==> src/logic/lsu_pkg.sv <==
// Sizes are fixed here for one rename bit and one dispatch and one writeback per cycle
package lsu_pkg;

	// Operand and physical register sizes
	localparam int xlen = 64;
	localparam int rb = 1;
	localparam int preg_w = 5 + rb;
	localparam int preg_num = 1 << preg_w;

	// Queue depths and their index widths
	localparam int lu_dp = 4;
	localparam int su_dp = 4;
	localparam int lu_iw = $clog2(lu_dp);
	localparam int su_pw = $clog2(su_dp);

	// Read ports: one per load slot, then store rs1 and store rs2
	localparam int rp_num = lu_dp + 2;
	localparam int su_rs1_port = lu_dp;
	localparam int su_rs2_port = lu_dp + 1;

	// Access size, one-hot
	typedef struct packed {
		logic b;
		logic h;
		logic w;
		logic d;
	} mem_size_t;

	typedef struct packed {
		logic lb;
		logic lh;
		logic lw;
		logic ld;
		logic lbu;
		logic lhu;
		logic lwu;
		logic [xlen-1:0] imm;
		logic [preg_w-1:0] rd;
		logic [preg_w-1:0] rs1;
	} lu_info_t;

	// Store op one-hot doubles as the access size
	typedef struct packed {
		mem_size_t op;
		logic [xlen-1:0] imm;
		logic [preg_w-1:0] rs1;
		logic [preg_w-1:0] rs2;
		logic [2:0] pad;
	} su_info_t;

	// One dispatch word, read as a load or as a store
	typedef union packed {
		lu_info_t lu;
		su_info_t su;
	} issue_info_u;

	typedef struct packed {
		logic is_store;
		issue_info_u info;
	} dispatch_t;

	typedef struct packed {
		mem_size_t size;
		logic [preg_w-1:0] rd;
		logic [xlen-1:0] addr;
		logic usi;
	} lu_exeparam_t;

	typedef struct packed {
		mem_size_t size;
		logic [xlen-1:0] addr;
		logic [xlen-1:0] data;
	} su_exeparam_t;

	typedef struct packed {
		logic [preg_w-1:0] idx;
		logic [xlen-1:0] data;
	} wb_t;

	// Architectural x0 of any rename copy
	function automatic logic is_x0(input logic [preg_w-1:0] idx);
		return idx[preg_w-1:rb] == '0;
	endfunction

endpackage

==> src/logic/su_issue_fifo.sv <==
// Strict in-order store queue; head is only meaningful while not empty
`timescale 1ns/1ns

module su_issue_fifo (
	input  logic CLK,
	input  logic rst,
	input  logic flush,
	input  logic push,
	input  lsu_pkg::su_info_t push_info,
	input  logic pop,
	output lsu_pkg::su_info_t head,
	output logic empty,
	output logic full
);
	import lsu_pkg::*;

	su_info_t mem [su_dp];
	logic [su_pw-1:0] rd_ptr;
	logic [su_pw-1:0] wr_ptr;
	// One bit wider than the pointers to tell full from empty
	logic [su_pw:0] count;
	logic do_push;
	logic do_pop;

	assign do_push = push & ~full;
	assign do_pop = pop & ~empty;

	// Pointers and occupancy
	always_ff @(posedge CLK) begin
		if (rst | flush) begin
			rd_ptr <= '0;
			wr_ptr <= '0;
			count <= '0;
		end else begin
			rd_ptr <= rd_ptr + su_pw'(do_pop);
			wr_ptr <= wr_ptr + su_pw'(do_push);
			count <= count + (su_pw + 1)'(do_push) - (su_pw + 1)'(do_pop);
		end
	end

	always_ff @(posedge CLK) begin
		if (do_push) begin
			mem[wr_ptr] <= push_info;
		end
	end

	assign head = mem[rd_ptr];
	assign empty = (count == '0);
	assign full = (count == (su_pw + 1)'(su_dp));

endmodule

==> config.mk <==
export PLATFORM = sky130hd
export DESIGN_NAME = su_issue_fifo
export DESIGN_NICKNAME = d
export VERILOG_FILES = /design/src/logic/lsu_pkg.sv /design/src/logic/su_issue_fifo.sv
export SDC_FILE = /design/constraint.sdc
export NUM_CORES = 1
export LEC_CHECK = 0
export ABC_AREA = 0
export BUFFER_PORTS_ARGS = -buffer_cell sky130_fd_sc_hd__buf_2
export CAP_MARGIN = 20
export CORE_MARGIN = 3
export CORE_UTILIZATION = 61
export CTS_CLUSTER_SIZE = 28
export DETAILED_ROUTE_END_ITERATION = 10
export PLACE_DENSITY_LB_ADDON = 0.2
export SETUP_SLACK_MARGIN = 0.4
export SYNTH_ARGS = -nofsm -noshare
export SYNTH_HDL_FRONTEND = slang
export SYNTH_SLANG_ARGS = --single-unit
==> constraint.sdc <==
create_clock -name CLK -period 12.83 [get_ports CLK]
set_clock_uncertainty 0.1 [all_clocks]
set_input_delay 1.283 -clock CLK [delete_from_list [all_inputs] [get_ports CLK]]
set_output_delay 1.283 -clock CLK [all_outputs]
set_load 0.02 [all_outputs]
==> results.py <==
metrics = {
    "status": {
        "status": "completed",
    },
    "sta": {
        "period_share_pct": 34.8,
        "final.setup.tns_ps": 0,
        "relSlewSlack_pct": 34.6,
        "fmax_mhz": 224,
        "finalSetupViolCount": 0,
        "worst_pin_slew_ps": 981,
        "rsz0062_at_grt": "no",
        "whs_ps": 491,
        "drv_slew": 0,
        "hold_viol_final": 0,
        "fin_crit_ps": 4460,
    },
    "synth": {
        "synth.yosys.seq_area_share_pct": 81.6,
        "synth_area_per_cell_um2": 26.4,
        "synth_compound_area_share_pct": 0.131,
        "synthMuxAreaShare_pct": 15.1,
        "ys_top_cells_by_area": "edfxtp_1, mux4_2, dfxtp_1",
        "synth_area_mm2": 0.0124,
        "synthSimpleGateAreaFrac_pct": 0.797,
        "synth_cell_types": 23,
        "synth_top_family_by_area": "multiplexers",
        "synth_fp_nets": 561,
        "yosys.area.top_type": "edfxtp_1",
        "synth_top_area_share_pct": 80.4,
        "synth_fa_ha_area_share_pct": 0.363,
        "ys_seq_elements": 339,
        "synth_cells": 470,
        "yosysWarnings": 0,
        "yosys.area_share.xor_xnor_pct": 0.424,
    },
    "setup_path": {
        "cp_num_buf_inv": 2,
        "critPathMaxStageDelay_ps": 850,
        "critical_path_required_ps": 11450,
        "cp_max_fo": 48,
        "path_delay_family": "buffers and inverters",
        "criticalPathCategory": "reg -> out",
        "start_kind": "flip-flop",
        "cp_cell_sequence": "buf_4, mux4_2, buf_2",
        "critPathSlowestCell": "buf_4",
        "crit_arrival_ps": 3080,
        "crit_path_end_kind": "primary output",
    },
    "global_route": {
        "grt_max_degree": 68,
        "grtUsageTotal_pct": 20.5,
        "overflow": 0,
        "antenna_found_initial": 5,
        "grt_pass1_wl_mm": 34.2,
        "grt_pass1_vias": 6017,
    },
    "finish": {
        "mostFrequentLayoutCell": "edfxtp_1",
        "syn2layout_area_growth_pct": 17.5,
        "drive_above_1_share_pct": 45.5,
        "final_cell_mix": "edfxtp_1, buf_2, mux4_2, clkbuf_16",
        "fillerInstances": 1123,
        "final_nets": 760,
    },
    "job": {
        "max-cap-violations": 0,
    },
    "cts": {
        "cts-root-buf": "clkbuf_16",
        "clockBufferDepth": 3,
        "cts_buffers": 35,
        "cts_tree": "yes",
        "cts_max_level": 2,
        "insertion_delay_ps": 490,
        "cts-hold-fix-buffers": 0,
        "path_clk_slew_ps": 60,
        "clock_sinks": 339,
        "post_cts_buffers": 0,
        "cts_resized": 0,
    },
    "placement": {
        "io_buffers": 172,
        "place_congestion": 0.759,
        "hpwlAfterDp_mm": 12.9,
    },
    "die": {
        "io_pins": 173,
        "die_height_um": 149,
        "die_area_mm2": 0.0221,
        "fp.dieW_um": 149,
        "initial_core_util_pct": 62.9,
        "core.rowCount": 51,
        "coreArea_mm2": 0.0197,
    },
    "drt": {
        "ant_nets": 0,
        "drt_wl_total_mm": 22.1,
        "dr_total_vias": 5453,
        "firstDrtPassIters": 4,
        "viasPerCell": 5.67,
        "drt-wirelength-per-cell_um": 23.0,
        "route.detailed.drc": 0,
        "drtIter0Drc": 396,
    },
    "pwr": {
        "power_density_mw_per_mm2": 161,
        "power_mw": 2.35,
        "p_leak_nw": 4.86,
        "ir_drop_mv": 0.131,
    },
    "worst_hold_path": {
        "min_path_type": "reg -> reg",
    },
}
power breakdown:
part           internal (mW)  leakage (nW)  switching (mW)  total (mW)
logic                 0.0621          1.23          0.0929       0.155
registers               1.25          3.11          0.0120        1.27
clock network          0.555         0.521           0.371       0.926
total                   1.87          4.86           0.476        2.35
registers in the layout, summed over array words and instances, names as in the netlist:
signal / count
mem: 332
count: 3
rd_ptr: 2
wr_ptr: 2
path summary, 6_finish.rpt:
check | startpoint | slack [ps] | to | cells after the start
max | rd_ptr[0] | 8370 | head[1] | 3
min | count[2] | 490 | count[2] | 2
max reg2reg | count[1] | 10120 | mem[3][1] | 5
min reg2reg | count[2] | 490 | count[2] | 2
tightest hold or removal path: cells and delay by family (launching register included):
family | cells | cell delay [ps]
flip-flops | 1 | 350
XOR/XNOR | 1 | 160
AND/OR/NAND/NOR | 1 | 40
routing by layer:
metal	part of all wire [%]	track usage, %	wire, µm
met5	0.19	0	41
met3	7.3	5.21	1610
met4	1.4	6.24	313
met1	40	29.0	8930
met2	51	32.8	11200
cells in the mapped netlist, drive strengths merged:
master / instances
and2: 3
clkbuf: 2
inv: 2
nand2b: 2
nor3: 6
dfxtp: 7
buf: 17
fa: 1
xor2: 2
xnor2: 4
and3: 1
edfxtp: 332
mux4: 83
nor2: 1
ha: 2
nor3b: 3
o31ai: 1
o311ai: 1
area by class of cell:
class | count | area (µm²) | share of cell area, %
inverter | 2 | 7.51 | 0.0516
tap | 265 | 332 | 2.28
timing repair buffer | 181 | 928 | 6.38
antenna | 3 | 7.51 | 0.0516
multi-input combinational | 110 | 2100 | 14.4
sequential | 339 | 10100 | 69.5
clock buffer | 48 | 987 | 6.78
clock inverter | 13 | 78.8 | 0.541
per-stage QoR:
step	setup WS (ps)	instance area [µm²]	util, %	std cells
final	8370	14600	73.8	961
after global routing	8070	14600	73.8	960
after CTS	8210	14600	73.8	958
after detailed placement	8760	13500	68.4	897
after global placement	8750	13500	68.4	897
after floorplan	4590	12400	-	470
logic make-up after synthesis:
kind of cell,Yosys count
buffers and inverters,21
adder cells (fa/ha/maj),3
multiplexers,83
AO/OA/AOI/OAI,2
flip-flops,339
XOR/XNOR,6
AND/OR/NAND/NOR,16
Power figures use the tool's default switching activity.
