===== config.mk =====
export PLATFORM = sky130hd
export DESIGN_NAME = lsu_issue
export DESIGN_NICKNAME = d
export VERILOG_FILES = /design/src/logic/lsu_pkg.sv /design/src/logic/first_clear_select.sv /design/src/logic/lsu_issue.sv
export SDC_FILE = /design/constraint.sdc
export NUM_CORES = 1
export LEC_CHECK = 0
export BUFFER_PORTS_ARGS = -buffer_cell sky130_fd_sc_hd__buf_4
export CAP_MARGIN = 40
export CELL_PAD_IN_SITES_DETAIL_PLACEMENT = 0
export CELL_PAD_IN_SITES_GLOBAL_PLACEMENT = 1
export CORE_AREA = 4 4 410 412
export DETAILED_ROUTE_END_ITERATION = 7
export DIE_AREA = 0 0 414 416
export GPL_ROUTABILITY_DRIVEN = 0
export GPL_TIMING_DRIVEN = 1
export PLACE_DENSITY = 0.42
export SLEW_MARGIN = 20
export SYNTH_ARGS = -nofsm -noshare
export SYNTH_HDL_FRONTEND = slang
export SYNTH_SLANG_ARGS = --single-unit

===== constraint.sdc =====
create_clock -name CLK -period 25.2 [get_ports CLK]
set_input_delay 7.56 -clock CLK [delete_from_list [all_inputs] [get_ports CLK]]
set_output_delay 7.56 -clock CLK [all_outputs]
set_load 0.005 [all_outputs]

===== src/logic/lsu_pkg.sv =====
// Sizes are fixed here for one rename bit and one dispatch and one writeback per cycle
package lsu_pkg;

	// Operand and physical register sizes
	localparam int xlen = 64;
	localparam int rb = 1;
	localparam int preg_w = 5 + rb;
	localparam int preg_num = 1 << preg_w;

	// Queue depths and their index widths
	localparam int lu_dp = 4;
	localparam int su_dp = 4;
	localparam int lu_iw = $clog2(lu_dp);
	localparam int su_pw = $clog2(su_dp);

	// Read ports: one per load slot, then store rs1 and store rs2
	localparam int rp_num = lu_dp + 2;
	localparam int su_rs1_port = lu_dp;
	localparam int su_rs2_port = lu_dp + 1;

	// Access size, one-hot
	typedef struct packed {
		logic b;
		logic h;
		logic w;
		logic d;
	} mem_size_t;

	typedef struct packed {
		logic lb;
		logic lh;
		logic lw;
		logic ld;
		logic lbu;
		logic lhu;
		logic lwu;
		logic [xlen-1:0] imm;
		logic [preg_w-1:0] rd;
		logic [preg_w-1:0] rs1;
	} lu_info_t;

	// Store op one-hot doubles as the access size
	typedef struct packed {
		mem_size_t op;
		logic [xlen-1:0] imm;
		logic [preg_w-1:0] rs1;
		logic [preg_w-1:0] rs2;
		logic [2:0] pad;
	} su_info_t;

	// One dispatch word, read as a load or as a store
	typedef union packed {
		lu_info_t lu;
		su_info_t su;
	} issue_info_u;

	typedef struct packed {
		logic is_store;
		issue_info_u info;
	} dispatch_t;

	typedef struct packed {
		mem_size_t size;
		logic [preg_w-1:0] rd;
		logic [xlen-1:0] addr;
		logic usi;
	} lu_exeparam_t;

	typedef struct packed {
		mem_size_t size;
		logic [xlen-1:0] addr;
		logic [xlen-1:0] data;
	} su_exeparam_t;

	typedef struct packed {
		logic [preg_w-1:0] idx;
		logic [xlen-1:0] data;
	} wb_t;

	// Architectural x0 of any rename copy
	function automatic logic is_x0(input logic [preg_w-1:0] idx);
		return idx[preg_w-1:rb] == '0;
	endfunction

endpackage


===== src/logic/first_clear_select.sv =====
// Priority from index 0 upward; width must be at least two
`timescale 1ns/1ns

module first_clear_select #(
	parameter int width = 4
) (
	input  logic [width-1:0] req,
	output logic [$clog2(width)-1:0] pos,
	output logic any
);
	localparam int pw = $clog2(width);

	// Scan downward so the lowest set bit is written last
	always_comb begin
		pos = '0;
		for (int i = width - 1; i >= 0; i--) begin
			if (req[i]) begin
				pos = pw'(i);
			end
		end
	end

	// Pos is zero and meaningless when nothing is set
	assign any = |req;

endmodule


===== src/logic/lsu_issue.sv =====
// No load/store ordering and no exceptions; both outputs are registered and flush drops them
`timescale 1ns/1ns

module lsu_issue (
	input  logic CLK,
	input  logic rst,
	input  logic flush,
	input  logic [lsu_pkg::lu_dp-1:0] malloc,
	input  lsu_pkg::lu_info_t [lsu_pkg::lu_dp-1:0] slots,
	input  lsu_pkg::su_info_t su_head,
	input  logic su_empty,
	input  logic [lsu_pkg::rp_num-1:0][lsu_pkg::xlen-1:0] rf_data,
	input  logic [lsu_pkg::rp_num-1:0] rf_done,
	input  logic lu_exeparam_ready,
	input  logic su_exeparam_ready,
	input  logic commit_store_ready,
	output logic [lsu_pkg::rp_num-1:0][lsu_pkg::preg_w-1:0] rf_idx,
	output logic lu_pop,
	output logic [lsu_pkg::lu_iw-1:0] lu_pop_index,
	output logic lu_exeparam_valid,
	output lsu_pkg::lu_exeparam_t lu_exeparam,
	output logic su_pop,
	output logic su_exeparam_valid,
	output lsu_pkg::su_exeparam_t su_exeparam
);
	import lsu_pkg::*;

	logic [lu_dp-1:0] lu_ready;
	lu_exeparam_t [lu_dp-1:0] lu_param;
	logic lu_any;
	logic su_rs1_ok;
	logic su_rs2_ok;
	logic su_clear;

	// Read port map: slot rs1s first, then store head operands
	always_comb begin
		for (int i = 0; i < lu_dp; i++) begin
			rf_idx[i] = slots[i].rs1;
		end
		rf_idx[su_rs1_port] = su_head.rs1;
		rf_idx[su_rs2_port] = su_head.rs2;
	end

	// Per-slot readiness and execution parameters
	always_comb begin
		for (int i = 0; i < lu_dp; i++) begin
			// Live slot with base done or x0
			lu_ready[i] = malloc[i] & (rf_done[i] | is_x0(slots[i].rs1));
			// Signed and unsigned forms share a size bit
			lu_param[i].size.b = slots[i].lb | slots[i].lbu;
			lu_param[i].size.h = slots[i].lh | slots[i].lhu;
			lu_param[i].size.w = slots[i].lw | slots[i].lwu;
			lu_param[i].size.d = slots[i].ld;
			lu_param[i].rd = slots[i].rd;
			lu_param[i].addr = rf_data[i] + slots[i].imm;
			lu_param[i].usi = slots[i].lbu | slots[i].lhu | slots[i].lwu;
		end
	end

	// Lowest ready slot goes first
	first_clear_select #(
		.width(lu_dp)
	) u_pick (
		.req(lu_ready),
		.pos(lu_pop_index),
		.any(lu_any)
	);

	// Slot leaves in the edge that loads the output
	assign lu_pop = lu_exeparam_ready & lu_any & ~flush;

	// Load valid holds while ready is low
	always_ff @(posedge CLK) begin
		if (rst | flush) begin
			lu_exeparam_valid <= 1'b0;
		end else if (lu_exeparam_ready) begin
			lu_exeparam_valid <= lu_any;
		end
	end

	always_ff @(posedge CLK) begin
		if (lu_pop) begin
			lu_exeparam <= lu_param[lu_pop_index];
		end
	end

	// Store head operand checks
	assign su_rs1_ok = rf_done[su_rs1_port] | is_x0(su_head.rs1);
	assign su_rs2_ok = rf_done[su_rs2_port] | is_x0(su_head.rs2);
	assign su_clear = ~su_empty & su_rs1_ok & su_rs2_ok;

	// Head leaves only with commit permission and a ready executor
	assign su_pop = su_clear & su_exeparam_ready & commit_store_ready & ~flush;

	// One-cycle pulse per issued store
	always_ff @(posedge CLK) begin
		if (rst) begin
			su_exeparam_valid <= 1'b0;
		end else begin
			su_exeparam_valid <= su_pop;
		end
	end

	// Data holds between pulses
	always_ff @(posedge CLK) begin
		if (su_pop) begin
			su_exeparam.size <= su_head.op;
			su_exeparam.addr <= rf_data[su_rs1_port] + su_head.imm;
			su_exeparam.data <= rf_data[su_rs2_port];
		end
	end

endmodule


==> results.yml, run 1 <==
run_status:
  outcome: "finished, final reports clean"
synth:
  syn_avg_cell_area_um2: 8.028
  netlist_area_mm2: 0.02657
  post-synth-top-count-cell: "a21oi_1"
  synth_async_sr_flop_share: 0
  yosysSeqAreaShare: 0.2354
  yosysTopAreaCell: "edfxtp_1"
  synth_commonest_cells: "a21oi_1 (435), nand2_1 (320), ha_1 (315)"
  synth-edff-count: 207
  synth_top_cell_area_share: 0.2339
  ys.warnings.count: 0
  synth-seq-cells: 209
  synth_nets: 4446
  postSynthCellCount: 3310
  synth_cell_types: 82
  yosys-top-cells-area: "edfxtp_1 (23%), ha_1 (15%), a21oi_1 (8.2%), xnor2_1 (5.9%), a21o_1 (5.8%)"
  synth-main-ff-cell: "edfxtp_1"
clocking:
  cts_resized: 0
  post_cts_buffers: 0
  cts_hold_buf: 0
  cts_sinks: 209
  clk_path_buf_depth: 3
  clkLatencyLatePin_ns: 0.58
  numCtsBuffers: 35
  htree_num_levels: 2
  cts_tree: "built"
  path_clk_slew_ns: 0.07
  cts-root-buf: "clkbuf_16"
placement:
  hpwl_mm: 149.8
  portBuffers: 1049
  dp_slack_ns: 8.015
  dpl_cell_area_mm2: 0.03657
cells_and_area:
  syn2layout_area_growth_pct: 42.23
  nets: 5363
  final_util: 0.2299
  final_cell_area_mm2: 0.03780
  drive_above_1_share: 0.2724
grt:
  grt_pass1_wl_mm: 235.9
  track_usage: 0.1895
  grt_antenna_before_repair: 46
  grt_max_degree: 65
  grt_pass1_vias: 30368
  overflow: 0
timing:
  min_period_ns: 17.13
  whs_ns: 0.5208
  hold_viol_final: 0
  slew_headroom: 0.3731
  finalWorstSetupSlack_ns: 8.068
  setup_tns_ns: 0
  slew_viol_final: 0
  worst_pin_slew_ns: 0.9285
  timing.final.crit_share: 0.6798
  fin_skew_ns: 0
  grt_setup_unrepaired: "false"
  finalSetupViolCount: 0
  fmax_ghz: 0.05837
pwr:
  ir_drop_mv: 0.04195
  power.density_mw_per_mm2: 47.02
  power.leakage_nw: 16.63
route:
  drcViolationCount: 0
  drt-initial-drc-count: 1636
  vias_per_cell: 4.573
  vias: 29596
  drt_wl_total_mm: 172.4
  wl_per_cell_um: 26.63
  firstDrtPassIters: 5
  ant_nets: 0
critical_path:
  end_kind: "output pin"
  crit_slowest_cell: "or4_1"
  max_stage_delay_ns: 0.60
  path_cells: "buf_4, or4_1, nor2_1, o21ai_0, nand2_1, nor2_1, nor3b_2, buf_4, buf_4"
  critPathRequiredTime_ns: 17.64
  arrival_ns: 9.57
  critical_path_class: "in -> out"
  worstPathMaxFanout: 11
  startpoint_type: "primary input"
  crit_top_cell: "buf_4"
die:
  dieArea_mm2: 0.1722
  die_width_um: 414
  core_area_mm2: 0.1644
  die_h_um: 416
  fp-row-count: 149
  start_util: 0.1616
  io_pins: 1065
min_path:
  hold_path_class: "reg -> reg"
job:
  maxCapViolations: 0
## state kept, by name, summed over array words and instances, names as in the netlist
signal             cells
lu_exeparam_valid      1
lu_exeparam           75
su_exeparam          132
su_exeparam_valid      1
## path summary, 6_finish.rpt
path | depth (start not counted) | slack [ns] | from | end
hold / removal | 2 | 0.52 | lu_exeparam_valid | lu_exeparam_valid
hold reg to reg | 2 | 0.52 | lu_exeparam_valid | lu_exeparam_valid
setup / recovery | 9 | 8.07 | slots[1] | lu_pop
setup reg to reg | 2 | 24.32 | lu_exeparam_valid | lu_exeparam_valid
## layout make-up
type                            instances  area, µm²
Antenna cell                           29      72.57
Timing Repair Buffer                 1074       8088
Clock buffer                           40      915.9
Inverter                               83      315.3
Sequential cell                       209       6256
Tap cell                             2189       2739
Fill cell                           18562     126600
Multi-Input combinational cell       2824      19170
Clock inverter                         24      239.0
## through the flow
step / instances / total power, W
after floorplan: 3310 / 0.0008899
after global placement: 6373 / 0.001280
after detailed placement: 6379 / 0.001275
after CTS: 6443 / 0.001810
after global routing: 6462 / 0.001889
final: 6472 / 0.001777
## cells by family after synthesis
kind of cell / after synthesis / share of synthesized area
flip-flops: 209 / 0.2354
buffers and inverters: 277 / 0.04431
multiplexers: 4 / 0.001978
AO/OA/AOI/OAI: 1287 / 0.3054
AND/OR/NAND/NOR: 919 / 0.1640
XOR/XNOR: 294 / 0.09690
adder cells (fa/ha/maj): 320 / 0.1521
## worst max-delay path: cells and delay by family
| kind | cells | cell delay, ns |
|---|---|---|
| compound gates | 1 | 0.26 |
| buf+inv | 3 | 0.64 |
| simple gates | 5 | 1.09 |
## cells in the final DEF (no fill, tap or decap), drive strengths merged, types with 16 or more instances in the layout
master and n:
a211oi 61, a21boi 16, a21o 205, a21oi 437, a221oi 16, a31oi 55
and2 18, and3 34, buf 1073, clkbuf 40, clkinv 16, diode 29
edfxtp 207, ha 315, inv 85, nand2 320, nand2b 34, nand3 62
nand4 80, nor2 222, nor2b 29, nor3 41, o211ai 24, o21a 30
o21ai 246, o21bai 62, o31ai 19, or3 17, xnor2 178, xor2 116
## per-layer routing
layer / track usage / up-vias / wire (µm)
li1: - / 14264 / -
met1: 0.2279 / 14180 / 71690
met2: 0.3358 / 973 / 86080
met3: 0.04141 / 163 / 9716
met4: 0.05742 / 16 / 4774
met5: 0 / - / 115
## where the power goes
group	leakage, nW	total [W]	switching, W	internal (W)
Clock	0.558	0.000510	0.000215	0.000295
Combinational	14.2	0.000845	0.000504	0.000341
Sequential	1.91	0.000422	0.00000833	0.000413
No activity file was read; power rests on OpenSTA's default activity.
==> run 2: changes to the inputs <==
- CORE_AREA: 4 4 410 412 -> 4 4 416 418
- DIE_AREA: 0 0 414 416 -> 0 0 420 422
- clock period: 25.2 -> 14.27 ns (I/O delays scaled with it)
==> run 2 against run 1 <==
Against the previous run:
- combinational power rose by 79%
- global-route usage fell by 0.35 points
- hold slack improved by 0.021 ns
- critical endpoint is now lu_pop_index[0]
- clock-buffer cell count fell by 3
- non-clock buffer count rose by 4
- via count fell by 1.0%
- largest power group unchanged
- clock power rose by 53%
- cell area fell by 0.48%
- worst setup slack got worse by 4.5 ns
- critical path depth rose by 1
- utilization fell by 0.74 points
==> results.yml, run 2 (synthesis results as in run 1) <==
run_status:
  outcome: "finished, final reports clean"
route:
  wl_per_cell_um: 26.95
  vias_per_cell: 4.520
  drcViolationCount: 0
  vias: 29288
  drt_wl_total_mm: 174.6
  firstDrtPassIters: 5
  drt-initial-drc-count: 1509
  ant_nets: 0
critical_path:
  critical_path_class: "in -> out"
  arrival_ns: 6.38
  rr_endpoint: "lu_exeparam_valid"
  critPathLaunch: "slots[250]"
  r2r_cells: 2
  regToRegSetupSlack_ns: 13.38
  end_kind: "output pin"
  startpoint_type: "primary input"
  critPathRequiredTime_ns: 9.99
  timing.rr.start: "lu_exeparam_valid"
  worstPathMaxFanout: 19
timing:
  fmax_ghz: 0.09377
  slew_viol_final: 0
  setup_tns_ns: 0
  fin_skew_ns: 0
  timing.final.crit_share: 0.7473
  whs_ns: 0.5416
  grt_setup_unrepaired: "false"
  finalSetupViolCount: 0
  worst_pin_slew_ns: 1.011
  hold_viol_final: 0
  min_period_ns: 10.66
  slew_headroom: 0.3221
grt:
  track_usage: 0.1860
  grt_max_degree: 129
  grt_pass1_vias: 30250
  grt_pass1_wl_mm: 236.4
  grt_antenna_before_repair: 33
  overflow: 0
min_path:
  hold_path_class: "reg -> reg"
  hold_end: "lu_exeparam_valid"
  whs_path_depth: 2
  holdCritStartpoint: "lu_exeparam_valid"
cells_and_area:
  largest_register_ffs: 132
  final_cell_mix: "buf_4 (1071), a21oi_1 (435), nand2_1 (319), ha_1 (315), o21ai_0 (223)"
  final_common_cell: "buf_4"
  top_regs: "su_exeparam: 132 flops, lu_exeparam: 75 flops"
  drive_above_1_share: 0.2705
  syn2layout_area_growth_pct: 41.54
  top_register: "su_exeparam"
  nets: 5362
  final_util: 0.2224
die:
  fp-row-count: 151
  core_area_mm2: 0.1691
  die_h_um: 422
  die_width_um: 420
  dieArea_mm2: 0.1772
  start_util: 0.1571
  io_pins: 1065
pwr:
  ir_drop_mv: 0.1093
  power.density_mw_per_mm2: 80.61
  power.leakage_nw: 16.56
  power_w: 0.003032
clocking:
  cts_sinks: 209
  htree_num_levels: 1
  clk_path_buf_depth: 3
  post_cts_buffers: 0
  cts_resized: 0
  numCtsBuffers: 30
  path_clk_slew_ns: 0.06
  cts-root-buf: "clkbuf_16"
  clkLatencyLatePin_ns: 0.61
  cts_hold_buf: 0
  cts_tree: "built"
placement:
  hpwl_mm: 153.1
  portBuffers: 1049
job:
  maxCapViolations: 0
[run 2: cell count changes in the layout (fill, tap and decap cells not counted), sizes merged]
cell	previous run	this run
clkbuf	40	37
clkinv	16	12
buf	1073	1078
inv	85	83
clkdlybuf4s15	1	0
clkinvlp	3	1
diode	29	15
[run 2: area by class of cell]
type | instances | area (µm²)
fill | 18993 | 131500
multi-input combinational | 2824 | 19180
timing repair buffer | 1078 | 8089
sequential | 209 | 6256
tap | 2218 | 2775
clock buffer | 37 | 798.3
inverter | 83 | 315.3
clock inverter | 16 | 158.9
antenna | 15 | 37.54
[run 2: through the flow]
stage | instance area (µm²) | worst slack [ns] | cells
finish | 37610 | 3.606 | 6480
global route | 37610 | 3.459 | 6479
CTS | 37570 | 3.470 | 6464
detailed placement | 36610 | 3.488 | 6411
global placement | 36590 | 3.310 | 6406
floorplan | 26580 | 0.3260 | 3310
[run 2: routing by layer]
layer	up-vias	share of wire	wire, µm	GRT usage
li1	14226	-	-	-
met1	14179	0.41	71460	0.2204
met2	772	0.53	93020	0.3566
met3	109	0.042	7318	0.02243
met4	2	0.016	2820	0.03364
met5	-	0.000046	8	0
[run 2: power by group]
part	internal, W	total [W]	switching, W
logic	0.000605	0.00151	0.000906
registers	0.000730	0.000741	0.0000117
clock network	0.000446	0.000779	0.000332
total	0.00178	0.00303	0.00125
[run 2: worst max-delay path by stage]
stage,to,slack [ns],depth (start not counted)
4_1_cts,lu_pop,3.47,9
2_1_floorplan,su_pop,0.33,3
3_3_place_gp,lu_pop,3.31,8
5_1_grt,lu_pop_index[0],3.46,10
3_5_place_dp,lu_pop,3.49,9
6_report,lu_pop_index[0],3.61,10
[run 2: critical path, cell delays in order]
cell and delay, ns:
buf_4 0.12, or4_1 0.51, nor2_1 0.10, o21ai_0 0.22
nand2b_1 0.22, nand2_1 0.11, nand2_4 0.15, clkinv_2 0.07
buf_4 0.38, buf_4 0.19
